`src/include/shift_unit_cfg.svh`:
```
// Shift unit build configuration, command queue sizing
`ifndef SHIFT_UNIT_CFG_SVH
`define SHIFT_UNIT_CFG_SVH

// Number of command entries held ahead of the shift stage
// Must be a power of two so the ring pointers wrap on their own
`define SHIFT_QUEUE_DEPTH 4

// Index width of the queue, log2 of the depth
// Keep in step with SHIFT_QUEUE_DEPTH when resizing
`define SHIFT_QUEUE_AW 2

// Occupancy counter needs one extra bit to tell full from empty
// (derived in the queue as SHIFT_QUEUE_AW + 1)

// With the stage register behind it, the unit buffers
// SHIFT_QUEUE_DEPTH + 1 commands before cmd_ready drops

`endif

```
`src/logic/shift_unit_pkg.sv`:
```
// Shift unit shared types for data words, op encoding and port structs
package shift_unit_pkg;

  // Operand and result word
  typedef logic [31:0] shift_word_t;

  // Shift distance from 0 to 31
  typedef logic [4:0] shift_amt_t;

  // Operation select
  typedef enum logic [1:0] {
    SHIFT_LSR  = 2'b00,  // Logical right
    SHIFT_ASR  = 2'b01,  // Arithmetic right
    SHIFT_ROR  = 2'b10,  // Rotate right
    SHIFT_SWAP = 2'b11   // Swap upper and lower halfwords
  } shift_op_e;

  // Command word of 39 bits
  typedef struct packed {
    shift_word_t operand;
    shift_amt_t  amount;
    shift_op_e   op;
  } shift_cmd_t;

  // Response word of 34 bits
  // carry is the last bit shifted out and 0 for swap or amount 0
  typedef struct packed {
    shift_word_t result;
    logic        zero;   // Result is all zeros
    logic        carry;  // Last bit shifted out
  } shift_rsp_t;

  // Bit counts of the port structs
  // Handy when packing into wider buses
  localparam int SHIFT_CMD_W = $bits(shift_cmd_t);
  localparam int SHIFT_RSP_W = $bits(shift_rsp_t);

endpackage

```
`src/logic/shift_cmd_queue.sv`:
```
// Command queue, first-word-fall-through ring buffer with occupancy count
`include "shift_unit_cfg.svh"

module shift_cmd_queue (
  input  logic                       clk,
  input  logic                       rst_n,
  input  shift_unit_pkg::shift_cmd_t in_cmd,
  input  logic                       in_valid,
  output logic                       in_ready,
  output shift_unit_pkg::shift_cmd_t out_cmd,
  output logic                       out_valid,
  input  logic                       out_ready
);
  import shift_unit_pkg::*;

  localparam int DEPTH = `SHIFT_QUEUE_DEPTH;
  localparam int AW    = `SHIFT_QUEUE_AW;

  // Count value that marks a full buffer
  localparam logic [AW:0] DEPTH_CNT = (AW + 1)'(DEPTH);

  shift_cmd_t    mem [DEPTH];  // Entry storage
  logic [AW-1:0] wr_ptr;
  logic [AW-1:0] rd_ptr;
  logic [AW:0]   count;        // Entries held
  logic          full;
  logic          empty;
  logic          push;
  logic          pop;

  assign full  = (count == DEPTH_CNT);
  assign empty = (count == '0);

  // A full queue still takes a word when the head leaves in the same cycle
  assign in_ready = !full || out_ready;
  assign push     = in_valid && in_ready;

  // Head entry is visible without a read cycle
  assign out_valid = !empty;
  assign out_cmd   = mem[rd_ptr];
  assign pop       = out_valid && out_ready;

  // Storage write
  always_ff @(posedge clk) begin
    if (push) begin
      mem[wr_ptr] <= in_cmd;
    end
  end

  // Pointers wrap naturally, depth is a power of two
  always_ff @(posedge clk or negedge rst_n) begin
    if (!rst_n) begin
      wr_ptr <= '0;
      rd_ptr <= '0;
    end else begin
      if (push) begin
        wr_ptr <= wr_ptr + 1'b1;
      end
      if (pop) begin
        rd_ptr <= rd_ptr + 1'b1;
      end
    end
  end

  // Occupancy
  always_ff @(posedge clk or negedge rst_n) begin
    if (!rst_n) begin
      count <= '0;
    end else begin
      case ({push, pop})
        2'b10:   count <= count + 1'b1;  // Write only
        2'b01:   count <= count - 1'b1;  // Read only
        default: count <= count;         // Idle or pass through
      endcase
    end
  end

endmodule

```
`src/logic/shift_stage.sv`:
```
// Shift stage, computes result and flags and holds them under back-pressure
module shift_stage (
  input  logic                       clk,
  input  logic                       rst_n,
  input  shift_unit_pkg::shift_cmd_t cmd,
  input  logic                       cmd_valid,
  output logic                       cmd_ready,
  output shift_unit_pkg::shift_rsp_t rsp,
  output logic                       rsp_valid,
  input  logic                       rsp_ready
);
  import shift_unit_pkg::*;

  logic        accept;      // Command taken this cycle
  logic        rsp_taken;   // Response leaves this cycle
  logic [63:0] rot_wide;    // Doubled operand for rotate
  shift_word_t next_result;
  shift_amt_t  carry_idx;   // Position of the last bit shifted out
  logic        carry_live;  // Op and amount produce a carry
  logic        next_carry;
  logic        next_zero;
  shift_rsp_t  next_rsp;

  assign rsp_taken = rsp_valid && rsp_ready;

  // Stage can take a new command when empty or being drained
  assign cmd_ready = !rsp_valid || rsp_ready;
  assign accept    = cmd_valid && cmd_ready;

  // Rotate as a right shift of the operand concatenated with itself
  assign rot_wide = {cmd.operand, cmd.operand} >> cmd.amount;

  // Result word
  always_comb begin
    case (cmd.op)
      SHIFT_LSR:  next_result = cmd.operand >> cmd.amount;
      SHIFT_ASR:  next_result = $signed(cmd.operand) >>> cmd.amount;
      SHIFT_ROR:  next_result = rot_wide[31:0];
      SHIFT_SWAP: next_result = {cmd.operand[15:0], cmd.operand[31:16]};
      default:    next_result = cmd.operand;
    endcase
  end

  // Carry, same bit position for all three shift kinds
  assign carry_idx  = cmd.amount - 1'b1;
  assign carry_live = (cmd.op != SHIFT_SWAP) && (cmd.amount != '0);
  assign next_carry = carry_live ? cmd.operand[carry_idx] : 1'b0;

  assign next_zero = (next_result == '0);

  always_comb begin
    next_rsp.result = next_result;
    next_rsp.zero   = next_zero;
    next_rsp.carry  = next_carry;
  end

  // Payload only changes on accept, so it holds while stalled
  always_ff @(posedge clk) begin
    if (accept) begin
      rsp <= next_rsp;
    end
  end

  // Stage occupancy
  always_ff @(posedge clk or negedge rst_n) begin
    if (!rst_n) begin
      rsp_valid <= 1'b0;
    end else if (accept) begin
      rsp_valid <= 1'b1;  // Refill, also covers drain and refill together
    end else if (rsp_taken) begin
      rsp_valid <= 1'b0;
    end
  end

endmodule

```
`src/logic/shift_unit_top.sv`:
```
// Shift unit top level, command queue feeding the registered shift stage
module shift_unit_top (
  input  logic                       clk,
  input  logic                       rst_n,
  input  shift_unit_pkg::shift_cmd_t cmd,
  input  logic                       cmd_valid,
  output logic                       cmd_ready,
  output shift_unit_pkg::shift_rsp_t rsp,
  output logic                       rsp_valid,
  input  logic                       rsp_ready
);
  import shift_unit_pkg::*;

  // Queue head to stage
  shift_cmd_t q_cmd;
  logic       q_valid;
  logic       q_ready;

  // Buffers commands while the stage is stalled
  shift_cmd_queue u_queue (
    .clk       (clk),
    .rst_n     (rst_n),
    .in_cmd    (cmd),
    .in_valid  (cmd_valid),
    .in_ready  (cmd_ready),
    .out_cmd   (q_cmd),
    .out_valid (q_valid),
    .out_ready (q_ready)
  );

  // One cycle after the queue, result registered here
  shift_stage u_stage (
    .clk       (clk),
    .rst_n     (rst_n),
    .cmd       (q_cmd),
    .cmd_valid (q_valid),
    .cmd_ready (q_ready),
    .rsp       (rsp),
    .rsp_valid (rsp_valid),
    .rsp_ready (rsp_ready)
  );

endmodule

```
`config.mk`:
```
export PLATFORM = sky130hd
export DESIGN_NAME = shift_unit_top
export DESIGN_NICKNAME = d
export VERILOG_FILES = /design/src/logic/shift_unit_pkg.sv /design/src/logic/shift_cmd_queue.sv /design/src/logic/shift_stage.sv /design/src/logic/shift_unit_top.sv
export VERILOG_INCLUDE_DIRS = /design/src /design/src/include
export SDC_FILE = /design/constraint.sdc
export NUM_CORES = 1
export LEC_CHECK = 0
export BUFFER_PORTS_ARGS = -buffer_cell sky130_fd_sc_hd__buf_4
export CORE_MARGIN = 10
export CORE_UTILIZATION = 50
export CTS_CLUSTER_DIAMETER = 40
export CTS_CLUSTER_SIZE = 10
export DETAILED_ROUTE_END_ITERATION = 16
export PLACE_DENSITY_LB_ADDON = 0.15
export SLEW_MARGIN = 20
export SYNTH_ARGS = -nofsm -noshare
export SYNTH_HDL_FRONTEND = slang
export SYNTH_SLANG_ARGS = --single-unit
```
`constraint.sdc`:
```
create_clock -name clk -period 3.88 [get_ports clk]
set_input_delay 0.97 -clock clk [delete_from_list [all_inputs] [get_ports clk]]
set_output_delay 0.97 -clock clk [all_outputs]
set_load 0.05 [all_outputs]
```
* Yosys cells after proc, flatten, opt, wreduce, memory -nomap -nowiden
Memory sizes are Yosys's and may differ from the RTL's. Cells that the tools add are included.
Word-level totals: output and inout bits 36, RAM bits 156, bits in registers 42, logic and storage cells 47, memories 1
Operators by class: add/sub/neg operators 5, order comparisons 1, equality and inequality tests 7, shifts and indexed selects 3, muxes and demuxes 8, reduce and logical (&&, ||, !) cells 15
Memory list:
- u_queue.mem | words 4, width 39, read ports 1, clocked after memory_dff 0, write ports 1, line shift_cmd_queue.sv:22 | shift_cmd_t mem [DEPTH];
Operators with widths (count):
- $pmux 32 s4 | 1
- $shr 64x5->32 | 1
- $logic_not 32->1 | 1
- $shr 32x5->32 | 1
- $sshr 32x5->32 | 1
- $eq 2x2->1 const B | 3
- $lt 5x6->1 const B | 1
- $pmux 3 s2 | 1
- $bmux 1 s5 | 1
- $mux 1 | 5
- $reduce_bool 5->1 | 1
- $sub 5x1->5 const B | 1
- $add 2x1->2 const B | 2
- $eq 2x1->1 const B | 2
- $logic_and 1x1->1 | 4
- $reduce_bool 2->1 | 2
- $add 3x1->3 const B | 1
- $eq 3x3->1 const B | 1
- $logic_not 1->1 | 3
- $logic_not 3->1 | 1
- $sub 3x1->3 const B | 1
- $logic_not 2->1 | 1
- $logic_or 1x1->1 | 2
- $ne 2x2->1 const B | 1

* Depth between registers and ports, before layout
depth in word-level cells 6, depth in mapped cells 14, mapped depth without buffers 10

* Hierarchy
From an unflattened synthesis, not the netlist that was laid out.
Second synthesis, totals: cells, all modules 747, area total of the unflattened synthesis 10921.7 um^2
By module, submodules not included:
- shift_cmd_queue | seq. area each 4859.7 um^2, instances 1, cells an instance 243, area each 6044.5 um^2
- shift_stage | seq. area each 1046.0 um^2, instances 1, cells an instance 504, area each 4877.2 um^2

* Least setup slack after synthesis
No wires, ideal clock.
path kind input -> register, start point in rsp_ready, end point reg u_queue.count[2], slack 2 ps, arrival time 3798 ps, library setup time 79 ps, cell stages on the path 8, cell sequence nor2b_1 -> nor2_1 -> ha_1 -> inv_1 -> fa_1 -> xor2_1 -> nor2_1 -> xor2_1
RTL lines:
- start: declaration | line shift_unit_top.sv:10 | input logic rsp_ready
- $logic_or 1x1->1 * | line shift_stage.sv:27 | assign cmd_ready = !rsp_valid || rsp_ready;
- $logic_and 1x1->1 * | line shift_cmd_queue.sv:41 | assign pop = out_valid && out_ready;
- via u_queue.pop | line shift_cmd_queue.sv:29 | logic pop;
- $eq 2x1->1 / $eq 2x2->1 (equally long branches) | line shift_cmd_queue.sv:70 | case ({push, pop})
- $pmux 3 s2 / $reduce_bool 2->1 (equally long branches)
- end signal: assignment | line shift_cmd_queue.sv:71 | 2'b10: count <= count + 1'b1;
- end signal: assignment | line shift_cmd_queue.sv:72 | 2'b01: count <= count - 1'b1;
- end signal: assignment | line shift_cmd_queue.sv:73 | default: count <= count;
- end: declaration | line shift_cmd_queue.sv:25 | logic [AW:0] count;
Mark *: on every way through the listed nets, which the timed path passes. The rest lies on a longest branch. A chain may end at the register's enable or synchronous reset.

* Worst setup path after layout
start point reg u_queue.rd_ptr[0], end point reg u_stage.rsp[1] (netlist name)
Between the ends: cells in the longest elaborated chain, start to end 4
RTL lines:
- start: declaration | line shift_cmd_queue.sv:24 | logic [AW-1:0] rd_ptr;
- start signal: assignment | line shift_cmd_queue.sv:60 | rd_ptr <= rd_ptr + 1'b1;
- $mem_v2 4x39 *
- $shr 64x5->32, or another cell as far along | line shift_stage.sv:31 | assign rot_wide = {cmd.operand, cmd.operand} >> cmd.amount;
- $pmux 32 s4 * | line shift_stage.sv:35 | case (cmd.op)
- via u_stage.next_result[5] | line shift_stage.sv:17 | shift_word_t next_result;
- $logic_not 32->1 * | line shift_stage.sv:49 | assign next_zero = (next_result == '0);
- via u_stage.next_zero | line shift_stage.sv:21 | logic next_zero;
Marks and branches as above.

==> out/metrics.cfg <==
[synth]
synth_edf_count=190
synth_flop_cell=edfxtp_1
async_reset_ff_share_pct=4.04
ys_seq_elements=198
yosysSeqAreaShare_pct=55.4
avgSynthCellArea_um2=13.4
synth_cells=793
syn_nets=843
yosysWarnings=0
synth_area_mm2=0.0107
yosysUniqueCellTypes=74

[die]
die-area_mm2=0.0275
ios=79
core_mm2=0.0210
initial_core_util_pct=50.7
die_width_um=166
die_y_um=166
rows=53

[clock_network]
cts_buffer_depth=2
h-tree-depth=4
cts_tree=done
clk_pin_slew_ns=0.09
clock-sinks=198
cts-root-buf=clkbuf_16
numCtsBuffers=17
clock_latency_ns=0.45

[place]
dp_hpwl_mm=29.5
place_area_mm2=0.0124
gp_congestion=1.04
portBuffers=78

[worst_setup_path]
start_kind=flip-flop
r2r-start=u_queue.rd_ptr[0]$_DFFE_PN0P_
required_ns=4.15
r2r-end=u_stage.rsp[1]$_DFFE_PP_
ff2ff_setup_slack_ns=0.005
arrival_ns=4.15
cp-end-kind=flip-flop
reg2reg_depth=12
path_class=flip-flop to flip-flop
crit_fanout=11

[global_routing]
grt_util_all_layers_pct=28.6
gr-total-overflow=0
antenna_found_initial=1
grt_max_degree=40
grt_pass1_wl_mm=58.9
grt_pass1_vias=8548

[timing]
hold_viol_final=0
max_freq_mhz=258
maxSlewHeadroom_pct=30.1
holdWs_ns=0.319
finalSetupViolations=0
final_max_slew_viol_count=0
worst_pin_slew_ns=1.05
period_share_pct=99.9
layout_min_cycle_time_ns=3.88
skew_ns=0.0131

[finish]
final_util_pct=62.7
fillers=1521
area_delta_synth_final_pct=23.8
final_cell_mix=buf_4 (197), edfxtp_1 (190), nor2_1 (50)
final_common_cell=buf_4
final_area_mm2=0.0132
antenna_cells=0
nets=1016
drive_gt1_share_pct=37.5

[drt]
vias=8783
wirelength_mm=40.8
drtIter0Drc=1062
dr.pass1.iters=6
vias_per_cell=7.00
drc=0
wire_per_inst_um=32.5
ant_nets=0

[min_path]
hold_class=input port to async pin

[flow_run]
cap_violations=0

[status]
status=completed

-- worst max path at each step --
stage | startpoint | to | slack, ns | cells past startpoint
after CTS | u_queue.rd_ptr[0]$_DFFE_PN0P_ | u_stage.rsp[1]$_DFFE_PP_ | 0.03 | 11
after global placement | u_queue.rd_ptr[0]$_DFFE_PN0P_ | u_stage.rsp[1]$_DFFE_PP_ | -0.08 | 11
after global routing | u_queue.rd_ptr[0]$_DFFE_PN0P_ | u_stage.rsp[1]$_DFFE_PP_ | -0.03 | 12
final | u_queue.rd_ptr[0]$_DFFE_PN0P_ | u_stage.rsp[1]$_DFFE_PP_ | 0.005 | 12
after floorplan | rsp_ready | u_queue.count[2]$_DFFE_PN0P_ | 0.002 | 8
after detailed placement | u_queue.rd_ptr[0]$_DFFE_PN0P_ | u_stage.rsp[1]$_DFFE_PP_ | -0.09 | 11
-- metrics by stage --
| step | cells | setup slack, ns | TNS (ns) |
|---|---|---|---|
| after floorplan | 793 | 0.00238 | 0 |
| after global placement | 1212 | -0.0754 | -0.0754 |
| after detailed placement | 1212 | -0.0948 | -0.0948 |
| after CTS | 1244 | 0.0304 | 0 |
| after global routing | 1254 | -0.0300 | -0.0300 |
| final | 1254 | 0.00479 | 0 |
-- layout make-up --
class                   count  area, µm²  share of cell area [%]
flip-flops and latches    198       5910                    44.8
multi-input cells         524       4470                    33.9
repair buffers            213       1810                    13.7
clock buffers              18        429                    3.26
well taps                 275        344                    2.61
clock inverters            14        178                    1.35
inverters                  12       45.0                   0.342
-- kinds of logic (layout without fill, tap and decap cells) --
group           Yosys count  after routing  synth area share [%]
buf+inv                  71            257                  3.41
simple gates            188            188                  8.79
mux                     108            108                  16.8
fa+ha+maj                 7              7                 0.893
compound gates          214            214                  14.1
xor+xnor                  7              7                 0.576
flops                   198            198                  55.4
-- worst max-delay path, stage by stage (launching register included) --
cell and delay [ns]:
dfrtp_2 0.44, buf_12 0.14, buf_12 0.15, buf_4 0.14
mux4_2 0.59, mux2_2 0.37, o22ai_1 0.32, o21ai_0 0.17
a32oi_1 0.24, o211ai_1 0.29, a2111oi_1 0.45, o21ai_0 0.18
nor4_2 0.19
-- metal layers --
metal / global-route usage (%) / vias to the layer above / part of all wire [%]
li1: - / 3603 / -
met1: 36.4 / 4380 / 38
met2: 45.4 / 661 / 47
met3: 6.03 / 139 / 9.1
met4: 14.6 / 0 / 5.7
met5: 0 / - / 0
-- repair_timing --
item	CTS	global route
gates resized for setup	3	14
gates cloned	0	2
hold buffers	0	0
setup buffers	0	7
endpoints found under the setup margin	1	1
pin swaps	1	2
-- Yosys cell counts (5+ instances only) --
| cell | number | area share (%) |
|---|---|---|
| o22ai_1 | 48 | 2.8 |
| buf_1 | 7 | 0.25 |
| o22ai_2 | 6 | 0.70 |
| buf_2 | 15 | 0.70 |
| inv_1 | 12 | 0.42 |
| dfrtp_1 | 8 | 1.9 |
| nor4_1 | 8 | 0.47 |
| a211o_1 | 7 | 0.58 |
| a211oi_1 | 5 | 0.35 |
| a221oi_1 | 10 | 0.82 |
| nor3_1 | 25 | 1.2 |
| mux2i_1 | 20 | 1.9 |
| mux2_2 | 33 | 3.5 |
| nand2b_1 | 7 | 0.41 |
| a21oi_1 | 31 | 1.5 |
| buf_6 | 5 | 0.53 |
| a32oi_1 | 5 | 0.41 |
| nand2_1 | 41 | 1.4 |
| a31oi_1 | 5 | 0.29 |
| clkbuf_1 | 28 | 0.99 |
| mux2_4 | 6 | 0.85 |
| edfxtp_1 | 190 | 54 |
| a22oi_1 | 10 | 0.70 |
| nand4_1 | 8 | 0.47 |
| mux4_2 | 43 | 9.1 |
| o211ai_1 | 11 | 0.78 |
| o21ai_0 | 36 | 1.7 |
| nor2_1 | 52 | 1.8 |
| mux4_1 | 6 | 1.5 |
| nor2b_1 | 7 | 0.41 |
| ha_1 | 6 | 0.70 |
| nand3_1 | 14 | 0.66 |
-- flip-flops by register name (all words and copies together), names as in the netlist --
signal and cells:
u_queue.count 3, u_queue.rd_ptr 2, u_stage.rsp_valid 1, u_queue.wr_ptr 2
u_queue.mem 156, u_stage.rsp 34
Power is not shown: default switching activity piles up to over one toggle a cycle in this logic, so the estimate is an artifact.
